File: src/logic/request_pkg.sv
// Request distributor definitions

package request_pkg;

  // ------------------------------------------------------------------
  // Sizing
  // ------------------------------------------------------------------
  localparam int NUM_REQUESTORS     = 4;
  localparam int DATA_WIDTH         = 32;
  localparam int FIFO_DEPTH_DEFAULT = 16;

  // ------------------------------------------------------------------
  // Packet types
  // ------------------------------------------------------------------

  // Bit i selects requestor i
  typedef logic [NUM_REQUESTORS-1:0] route_t;

  typedef logic [DATA_WIDTH-1:0] data_t;

  // Queue entry
  typedef struct packed {
    route_t route;
    data_t  data;
  } request_t;

endpackage : request_pkg

File: src/logic/request_if.sv
// Request stream interface

`timescale 1ns/1ps

interface request_if
  import request_pkg::*;
();

  // Packet moves on an edge with valid and ready both high
  logic   valid;
  route_t route;
  data_t  data;
  logic   ready;

  // Upstream side
  modport source (
    output valid,
    output route,
    output data,
    input  ready
  );

  // Downstream side
  modport sink (
    input  valid,
    input  route,
    input  data,
    output ready
  );

endinterface : request_if

File: src/logic/request_dispatch.sv
// Request dispatch stage

`timescale 1ns/1ps

module request_dispatch
  import request_pkg::*;
(
  input  logic    ap_clk,
  input  logic    areset_control,
  input  route_t  ready,
  request_if.sink queue_head,
  output route_t  out_valid,
  output data_t   out_data
);

  route_t ready_reg;
  route_t ready_masked;
  logic   targets_ready;
  logic   pop;

  // ------------------------------------------------------------------
  // Requestor readiness
  // ------------------------------------------------------------------

  // Pop decision uses last cycle's levels
  always_ff @(posedge ap_clk) begin
    if (areset_control) begin
      ready_reg <= '0;
    end else begin
      ready_reg <= ready;
    end
  end

  // ------------------------------------------------------------------
  // Pop decision
  // ------------------------------------------------------------------

  // Only the requestors named by the head count
  assign ready_masked  = ready_reg & queue_head.route;
  assign targets_ready = (ready_masked == queue_head.route);

  // Head waits until all its targets are ready
  assign pop = queue_head.valid & targets_ready;

  assign queue_head.ready = pop;

  // ------------------------------------------------------------------
  // Output register
  // ------------------------------------------------------------------

  // One-cycle pulse on each targeted requestor
  always_ff @(posedge ap_clk) begin
    if (areset_control) begin
      out_valid <= '0;
    end else if (pop) begin
      out_valid <= queue_head.route;
    end else begin
      out_valid <= '0;
    end
  end

  // Data word shared by all outputs
  always_ff @(posedge ap_clk) begin
    if (pop) begin
      out_data <= queue_head.data;
    end
  end

endmodule : request_dispatch

File: src/logic/request_distributor.sv
// One-to-many request distributor

`timescale 1ns/1ps

module request_distributor
  import request_pkg::*;
#(
  parameter int FIFO_DEPTH = FIFO_DEPTH_DEFAULT
) (
  input  logic   ap_clk,
  input  logic   areset_control,
  input  logic   in_valid,
  input  route_t in_route,
  input  data_t  in_data,
  input  route_t ready,
  output logic   in_full,
  output route_t out_valid,
  output data_t  out_data
);

  // ------------------------------------------------------------------
  // Stage links
  // ------------------------------------------------------------------
  request_if ingress_q ();
  request_if queue_head ();

  // ------------------------------------------------------------------
  // Pipeline
  // ------------------------------------------------------------------
  request_ingress request_ingress_inst (
    .ap_clk         (ap_clk),
    .areset_control (areset_control),
    .in_valid       (in_valid),
    .in_route       (in_route),
    .in_data        (in_data),
    .ingress_q      (ingress_q.source)
  );

  request_fifo #(
    .FIFO_DEPTH (FIFO_DEPTH)
  ) request_fifo_inst (
    .ap_clk         (ap_clk),
    .areset_control (areset_control),
    .ingress_q      (ingress_q.sink),
    .queue_head     (queue_head.source),
    .in_full        (in_full)
  );

  request_dispatch request_dispatch_inst (
    .ap_clk         (ap_clk),
    .areset_control (areset_control),
    .ready          (ready),
    .queue_head     (queue_head.sink),
    .out_valid      (out_valid),
    .out_data       (out_data)
  );

endmodule : request_distributor

File: src/logic/request_fifo.sv
// Request queue

`timescale 1ns/1ps

module request_fifo
  import request_pkg::*;
#(
  parameter int FIFO_DEPTH = FIFO_DEPTH_DEFAULT
) (
  input  logic      ap_clk,
  input  logic      areset_control,
  request_if.sink   ingress_q,
  request_if.source queue_head,
  output logic      in_full
);

  localparam int PTR_W = $clog2(FIFO_DEPTH);
  localparam int CNT_W = $clog2(FIFO_DEPTH + 1);

  request_t   mem [FIFO_DEPTH];
  logic [PTR_W-1:0] wr_ptr;
  logic [PTR_W-1:0] rd_ptr;
  logic [CNT_W-1:0] count;
  logic             push;
  logic             pop;

  // ------------------------------------------------------------------
  // Write and read strobes
  // ------------------------------------------------------------------
  assign push = ingress_q.valid & ingress_q.ready;
  assign pop  = queue_head.valid & queue_head.ready;

  // Room for one more entry
  assign ingress_q.ready = (count < CNT_W'(FIFO_DEPTH));

  // Two slots kept back for the packet in the ingress register
  assign in_full = (count >= CNT_W'(FIFO_DEPTH - 2));

  // ------------------------------------------------------------------
  // Storage
  // ------------------------------------------------------------------
  always_ff @(posedge ap_clk) begin
    if (push) begin
      mem[wr_ptr] <= '{route: ingress_q.route, data: ingress_q.data};
    end
  end

  // Pointers wrap at FIFO_DEPTH
  always_ff @(posedge ap_clk) begin
    if (areset_control) begin
      wr_ptr <= '0;
      rd_ptr <= '0;
    end else begin
      if (push) begin
        wr_ptr <= (wr_ptr == PTR_W'(FIFO_DEPTH - 1)) ? '0 : wr_ptr + 1'b1;
      end
      if (pop) begin
        rd_ptr <= (rd_ptr == PTR_W'(FIFO_DEPTH - 1)) ? '0 : rd_ptr + 1'b1;
      end
    end
  end

  always_ff @(posedge ap_clk) begin
    if (areset_control) begin
      count <= '0;
    end else begin
      case ({push, pop})
        2'b10:   count <= count + 1'b1;
        2'b01:   count <= count - 1'b1;
        default: count <= count;
      endcase
    end
  end

  // ------------------------------------------------------------------
  // First word falls through to the head
  // ------------------------------------------------------------------
  assign queue_head.valid = (count != '0);
  assign queue_head.route = mem[rd_ptr].route;
  assign queue_head.data  = mem[rd_ptr].data;

endmodule : request_fifo

File: src/logic/request_ingress.sv
// Request ingress stage

`timescale 1ns/1ps

module request_ingress
  import request_pkg::*;
(
  input  logic      ap_clk,
  input  logic      areset_control,
  input  logic      in_valid,
  input  route_t    in_route,
  input  data_t     in_data,
  request_if.source ingress_q
);

  logic   valid_reg;
  route_t route_reg;
  data_t  data_reg;
  logic   load;

  // ------------------------------------------------------------------
  // Input register
  // ------------------------------------------------------------------

  // Hold the packet while the queue refuses it
  assign load = ~ingress_q.valid | ingress_q.ready;

  always_ff @(posedge ap_clk) begin
    if (areset_control) begin
      valid_reg <= 1'b0;
    end else if (load) begin
      valid_reg <= in_valid;
    end
  end

  always_ff @(posedge ap_clk) begin
    if (load) begin
      route_reg <= in_route;
      data_reg  <= in_data;
    end
  end

  // ------------------------------------------------------------------
  // Stream towards the queue
  // ------------------------------------------------------------------

  // Empty routes never reach the queue
  assign ingress_q.valid = valid_reg & (|route_reg);
  assign ingress_q.route = route_reg;
  assign ingress_q.data  = data_reg;

endmodule : request_ingress

File: config.mk
export PLATFORM = sky130hd
export DESIGN_NAME = request_distributor
export DESIGN_NICKNAME = d
export VERILOG_FILES = /design/src/logic/request_pkg.sv /design/src/logic/request_if.sv /design/src/logic/request_dispatch.sv /design/src/logic/request_distributor.sv /design/src/logic/request_fifo.sv /design/src/logic/request_ingress.sv
export SDC_FILE = /design/constraint.sdc
export NUM_CORES = 1
export LEC_CHECK = 0
export CORE_MARGIN = 2
export CORE_UTILIZATION = 55
export DETAILED_ROUTE_END_ITERATION = 10
export DONT_BUFFER_PORTS = 1
export GPL_TIMING_DRIVEN = 0
export HOLD_SLACK_MARGIN = 0.06
export PLACE_DENSITY = 0.82
export SETUP_SLACK_MARGIN = 0.15
export SYNTH_ARGS = -nofsm -noshare
export SYNTH_HDL_FRONTEND = slang
export SYNTH_SLANG_ARGS = --single-unit
File: constraint.sdc
create_clock -name ap_clk -period 4.6 [get_ports ap_clk]
set_input_delay 0.23 -clock ap_clk [delete_from_list [all_inputs] [get_ports ap_clk]]
set_output_delay 0.23 -clock ap_clk [all_outputs]
set_load 0.1 [all_outputs]
==> results of run 1 <==
per-stage QoR:
stage / hold WS (ns) / setup TNS (ns) / util / area, um2 / instances
2_1_floorplan: 0.3289 / 0 / - / 24970 / 1057
4_1_cts: 0.06626 / 0 / 0.6398 / 28850 / 1847
5_1_grt: 0.1193 / 0 / 0.6405 / 28880 / 1850
3_3_place_gp: 0.3289 / -761.87 / 0.5704 / 25720 / 1657
3_5_place_dp: 0.3289 / 0 / 0.5836 / 26310 / 1689
6_report: 0.09803 / 0 / 0.6405 / 28880 / 1850
final timing paths:
path	start	end	cells after the start
max reg2reg	register	request_fifo_inst.count[4]$_SDFFE_PP0P_	16
max	register	request_fifo_inst.count[4]$_SDFFE_PP0P_	16
min reg2reg	request_dispatch_inst.ready_reg[2]$_SDFF_PP0_	request_dispatch_inst.out_valid[2]$_SDFF_PP0_	2
min	areset_control	request_dispatch_inst.ready_reg[3]$_SDFF_PP0_	2
final cells by class:
| class | instances | area (um2) | area share |
|---|---|---|---|
| Buffer | 48 | 219.0 | 0.007582 |
| Clock buffer | 87 | 1794 | 0.06213 |
| Clock inverter | 26 | 282.8 | 0.009792 |
| Inverter | 8 | 30.03 | 0.001040 |
| Multi-Input combinational cell | 331 | 4992 | 0.1729 |
| Sequential cell | 670 | 19860 | 0.6877 |
| Tap cell | 600 | 750.7 | 0.02600 |
| Timing Repair Buffer | 80 | 950.9 | 0.03293 |
worst max-delay path: stages (launching register included):
cell and delay (ns):
dfxtp_1 0.40, buf_2 0.36, and2_1 0.20, clkbuf_1 0.32
a22oi_1 0.19, nand4b_1 0.20, nand4_1 0.36, nor3_4 0.41
ha_1 0.29, xor2_1 0.10, ha_1 0.23, o21a_1 0.18
o221a_2 0.28, o21ai_0 0.17, nor3b_1 0.25, xnor2_1 0.15
nor2_1 0.05
layout by cell type (no fill, tap or decap), types with 4 or more instances in the layout:
cell type	instances
a21oi_1	6
a22oi_1	9
buf_12	13
buf_2	14
buf_6	20
bufinv_16	6
clkbuf_1	46
clkbuf_16	69
clkinv_1	8
clkinv_2	8
dfxtp_1	26
dlygate4sd3_1	45
edfxtp_1	644
ha_1	9
inv_1	7
mux2i_1	28
mux4_2	164
nand2_1	15
nand2b_1	4
nand3_1	5
nand4_1	5
nor2_1	14
nor2_4	12
nor2b_1	6
nor3_1	5
nor3_2	5
o21ai_0	6
xnor2_1	4
xor2_1	4
metal layers:
layer,up-vias,part of all wire,GRT usage
met1,6499,0.36,0.3269
li1,4782,-,-
met3,150,0.086,0.05325
met5,-,0.00022,0
met4,2,0.034,0.1062
met2,802,0.52,0.4400
logic make-up after synthesis:
logic type      Yosys count  share of synthesized area
flops                   670                     0.7954
mux                     193                     0.1602
simple gates             89                    0.01849
buf+inv                  56                   0.009672
compound gates           32                   0.008871
fa+ha+maj                 9                   0.004510
xor+xnor                  8                   0.002806
repair_timing:
item	CTS	global route
pin swaps	0	1
hold buffers	45	0
gates resized for setup	1	5
endpoints found under the hold margin	50	0
setup endpoints to repair	1	1
buffers inserted	0	3
power by group through the flow:
stage	Combinational (mW)	Sequential (mW)	Clock [mW]
global placement	0.499	7.11	0
floorplan	0.386	7.08	0
finish	0.592	6.99	5.26
global route	0.624	7.00	5.52
detailed placement	0.537	7.11	0
CTS	0.588	6.99	5.31
==> summary.txt, run 1 <==
Avg Cell Area, Syn: 23.62 um2
mapped cell area: 24,970 um2
Worst setup SP type: register
Int Power: 10.15 mW
Area Growth Syn to Fin: 15.67%
Worst Clk Skew: 0.01400 ns
period utilization: 0.9313
Ys Warns: 0
# fillers: 2,788
Clk Latency, worst-skew pair: 0.59 ns
Setup violations, final: 0
switching power: 2.687 mW
worst setup margin: 0.3161 ns
Routed WL per cell: 32.03 um
via count: 12,235
crit end category: register
PwrDens: 444.6 nW/um2
reg2reg setup slack: 0.32 ns
Post-synth top cells: edfxtp_1, mux4_2, clkbuf_1, mux2i_1
Sequential Power Share: 0.544
f_max: 233.4 MHz
CP arrival: 4.74 ns
most frequent cell after synthesis: edfxtp_1
max-cap viol count: 0
RSZ-0062 raised after global routing: false
first-pass GRT wire length: 86,040 um
layout cell share with drive strength beyond 1: 0.2632
Yosys reg bits: 670
H-tree levels: 3
CP Class: reg -> reg
Place WS: 0.2141 ns
Remaining DRCs: 0
Cell variety after synth: 45
Die X: 217.1 um
register area share after synthesis: 0.7954
area leader, netlist: edfxtp_1
post-route minimum period: 4.284 ns
final count of hold timing violations: 0
Std-Cell Rows: 78
Max clock buf depth: 3
Synth Net Count: 1,109
Lkg Pwr: 8.939 nW
routability congestion estimate: 0.8011
drt first-iter violations: 1,538
Clock power frac: 0.410
worst-margin pin slew: 1.190 ns
DIE AREA: 47,110 um2
Initial DRT Pass Iterations: 5
hold crit path type: in -> reg
initial antenna violation count: 1
most area-consuming cells after synthesis: edfxtp_1, mux4_2, dfxtp_1, mux2i_1, ha_1
Final ANT Viol Nets: 0
Max Slew Vio Count: 0
drt total wl: 59,260 um
CP max FO: 10
fin nets: 1,257
IO Pins: 80
GRT Residual Overflow: 0
Via density: 6.614
vias in the first global route: 12,799
Post-synth EDFFs: 644
Max VDD drop: 0.2491 mV
die height: 217.1 um
combinational share of power: 0.046
gr usage total: 0.2581
share of the synthesized area in the top cell type: 0.7746
asr flop ratio synth: 0
port buffer count: 0
status: completed
sw frac: 0.2092
Clock Pin Slew Worst Setup and Hold Paths: 0.06 ns
Worst EP required: 5.05 ns
cell count after synthesis: 1,057
largest net degree at the start of global routing: 24
Root Driver: clkbuf_16
Main synth FF type: edfxtp_1
max FFs per register: 576
Initial Util: 0.5537
max_slew headroom: 0.2070
clk sink count: 670
CTS tree: built
Post-DP HPWL: 32,390 um
Ant. Diodes: 0
TritonCTS buffer count: 66
total power: 12.84 mW
core footprint: 45,090 um2
Power figures use the tool's default switching activity.
==> run 2, diff against run 1 <==
--- a/config.mk
+++ b/config.mk
@@ -13,6 +13,8 @@
 export HOLD_SLACK_MARGIN = 0.06
 export PLACE_DENSITY = 0.82
 export SETUP_SLACK_MARGIN = 0.15
+export SKIP_CTS_REPAIR_TIMING = 1
 export SYNTH_ARGS = -nofsm -noshare
 export SYNTH_HDL_FRONTEND = slang
+export SYNTH_HIERARCHICAL = 1
 export SYNTH_SLANG_ARGS = --single-unit
==> constraint.sdc (replaced) <==
create_clock -name ap_clk -period 3.5 [get_ports ap_clk]
set_input_delay 0.175 -clock ap_clk [delete_from_list [all_inputs] [get_ports ap_clk]]
set_output_delay 0.175 -clock ap_clk [all_outputs]
set_load 0.1 [all_outputs]
==> run 2 against run 1 <==
Net effect:
- the flow now finishes with violations (setup timing)
- power rose by 23%
- die area barely moved
- synthesized cell count fell by 3.7%
- critical path type unchanged
- cell count fell by 0.43%
- critical path depth rose by 1
- via count fell by 2.0%
- maximum frequency rose by 8.0%
- design area rose by 1.9%
- synthesized area barely moved
- combinational power fell by 51%
==> summary.txt, run 2 <==
vias in the first global route: 12,167
register area share after synthesis: 0.7951
multi-input logic area: 5046 um2
DIE AREA: 47,130 um2
gr usage total: 0.2568
worst setup margin: -0.4674 ns
Post-synth top cells: edfxtp_1, mux4_2, dfxtp_1, clkbuf_1, buf_2
Remaining DRCs: 0
hold_ws: 0.1892 ns
Avg Cell Area, Syn: 24.53 um2
Max Slew Vio Count: 0
via count: 11,995
Lkg Pwr: 9.163 nW
Area Growth Syn to Fin: 17.85%
drt total wl: 59,630 um
worst-margin pin slew: 1.107 ns
max-cap viol count: 0
CP Class: reg -> reg
Worst EP required: 4.00 ns
final core occ: 0.6528
post-route minimum period: 3.967 ns
Die X: 217.1 um
Worst Clk Skew: 0.01998 ns
Max clock buf depth: 3
period utilization: 1.134
mapped cell area: 24,980 um2
Max VDD drop: 0.3385 mV
PwrDens: 538.0 nW/um2
most frequent cell after synthesis: edfxtp_1
Initial Util: 0.5539
max FFs per register: 576
port buffer count: 0
f_max: 252.1 MHz
Post-DP HPWL: 33,900 um
Yosys reg bits: 670
Clock Pin Slew Worst Setup and Hold Paths: 0.07 ns
Placed Area: 26,700 um2
initial antenna violation count: 2
RSZ-0062 raised after global routing: true
CTS tree: built
crit end category: register
leading cell type in the layout, fill and taps excluded: edfxtp_1
Setup violations, final: 4
Worst path max stage delay: 0.56 ns
most area-consuming cells after synthesis: edfxtp_1, mux4_2, dfxtp_1, ha_1, clkbuf_1
Final ANT Viol Nets: 0
drt first-iter violations: 1,615
slowest stage cell, crit path: mux4_2
Std-Cell Rows: 78
share of the synthesized area in the top cell type: 0.7743
failing checks: setup timing
Via density: 6.512
area leader, netlist: edfxtp_1
GRT Residual Overflow: 0
core footprint: 45,090 um2
Initial DRT Pass Iterations: 5
IO Pins: 80
final count of hold timing violations: 0
max_slew headroom: 0.2599
TritonCTS buffer count: 61
fin nets: 1,246
die height: 217.1 um
placed cells: 1,659
Routed WL per cell: 32.37 um
routability congestion estimate: 0.7316
clk sink count: 670
Ys Warns: 6
cell count after synthesis: 1,018
most frequent cells in the layout: edfxtp_1, mux4_2, clkbuf_16
# fillers: 2,684
CP arrival: 4.46 ns
H-tree levels: 2
Post-synth EDFFs: 644
Root Driver: clkbuf_16
Synth Net Count: 1,069
Cell variety after synth: 43
Worst setup SP type: register
asr flop ratio synth: 0
hold crit path type: in -> reg
non-filler cells, final: 1,842
total power: 15.84 mW
CP max FO: 8
Storage cell area: 19,860 um2
first-pass GRT wire length: 85,540 um
CP Cell Sequence: buf_8, buf_12, buf_16, buf_12, mux4_2, mux4_2, nor2b_1, nor2_4, o31ai_4, inv_2, ha_4, buf_8, xor2_2, ha_4, nand4b_1, a31oi_2, mux2_4
largest net degree at the start of global routing: 35
Main synth FF type: edfxtp_1
Clk Latency, worst-skew pair: 0.61 ns
final instance area: 29,440 um2
layout cell share with drive strength beyond 1: 0.3288
status: finished with violations
==> run 2: changes by cell type after synthesis, moves of 4 or more <==
cell / previous run / this run
nand2_1: 16 / 9
mux4_2: 164 / 180
a22oi_1: 9 / 1
a21oi_1: 6 / 10
nor2_1: 26 / 12
mux2i_1: 28 / 2
nor4_1: 0 / 4
buf_6: 1 / 8
nand4_1: 5 / 0
nand2b_1: 4 / 0
o21ai_0: 6 / 2
xnor2_1: 4 / 0
clkbuf_1: 29 / 25
==> run 2: stage by stage <==
step	setup slack [ns]	TNS, ns
final	-0.4674	-1.087
after global routing	-0.5868	-1.623
after CTS	-2.284	-47.06
after detailed placement	-2.185	-39.28
after global placement	-4.137	-1146.92
after floorplan	-0.8654	-108.55
==> run 2: layout make-up <==
class,count,area share
Multi-Input combinational cell,289,0.1714
Antenna cell,1,0.00008501
Tap cell,600,0.02550
Clock buffer,71,0.05458
Clock inverter,38,0.01092
Timing Repair Buffer,114,0.04875
Sequential cell,670,0.6747
Inverter,11,0.001403
Buffer,48,0.01262
==> run 2: kinds of logic after synthesis <==
family / count (synthesis) / synth area share
adders and majority gates: 8 / 0.004008
muxes: 184 / 0.1640
xor gates and xnor gates: 6 / 0.002104
buffers and inverters: 59 / 0.01192
and+or+nand+nor: 67 / 0.01583
DFF: 670 / 0.7951
AOI/OAI and AO/OA: 24 / 0.007014
==> run 2: critical path: cells and delay by family (launching register included) <==
| kind | cells | cell delay [ns] |
|---|---|---|
| AOI/OAI and AO/OA | 2 | 0.35 |
| buffers and inverters | 6 | 0.77 |
| and+or+nand+nor | 3 | 0.53 |
| DFF | 1 | 0.34 |
| adders and majority gates | 2 | 0.29 |
| muxes | 3 | 1.37 |
| xor gates and xnor gates | 1 | 0.17 |
==> run 2: where the power goes <==
part           switching, mW  internal (mW)  total [mW]
Combinational          0.147          0.142       0.288
Sequential             0.165           8.86        9.03
Clock                   2.89           3.64        6.52
==> run 2: final timing paths <==
check,depth (start not counted),from,to,slack [ns]
worst max-delay path,17,register,request_fifo_inst/count[4]$_SDFFE_PP0P_,-0.47
worst min-delay path,1,in_data[14],request_ingress_inst/ingress_q.data[14]$_DFFE_PP_,0.19
worst max register to register,17,register,request_fifo_inst/count[4]$_SDFFE_PP0P_,-0.47
worst min register to register,2,request_dispatch_inst/ready_reg[3]$_SDFF_PP0_,request_dispatch_inst/out_valid[3]$_SDFF_PP0_,0.47
==> run 2: routing by layer <==
| metal | GRT usage | part of all wire |
|---|---|---|
| met1 | 0.3358 | 0.36 |
| met2 | 0.4413 | 0.52 |
| met3 | 0.05227 | 0.088 |
| met4 | 0.07603 | 0.029 |
| met5 | 0 | 0.00012 |
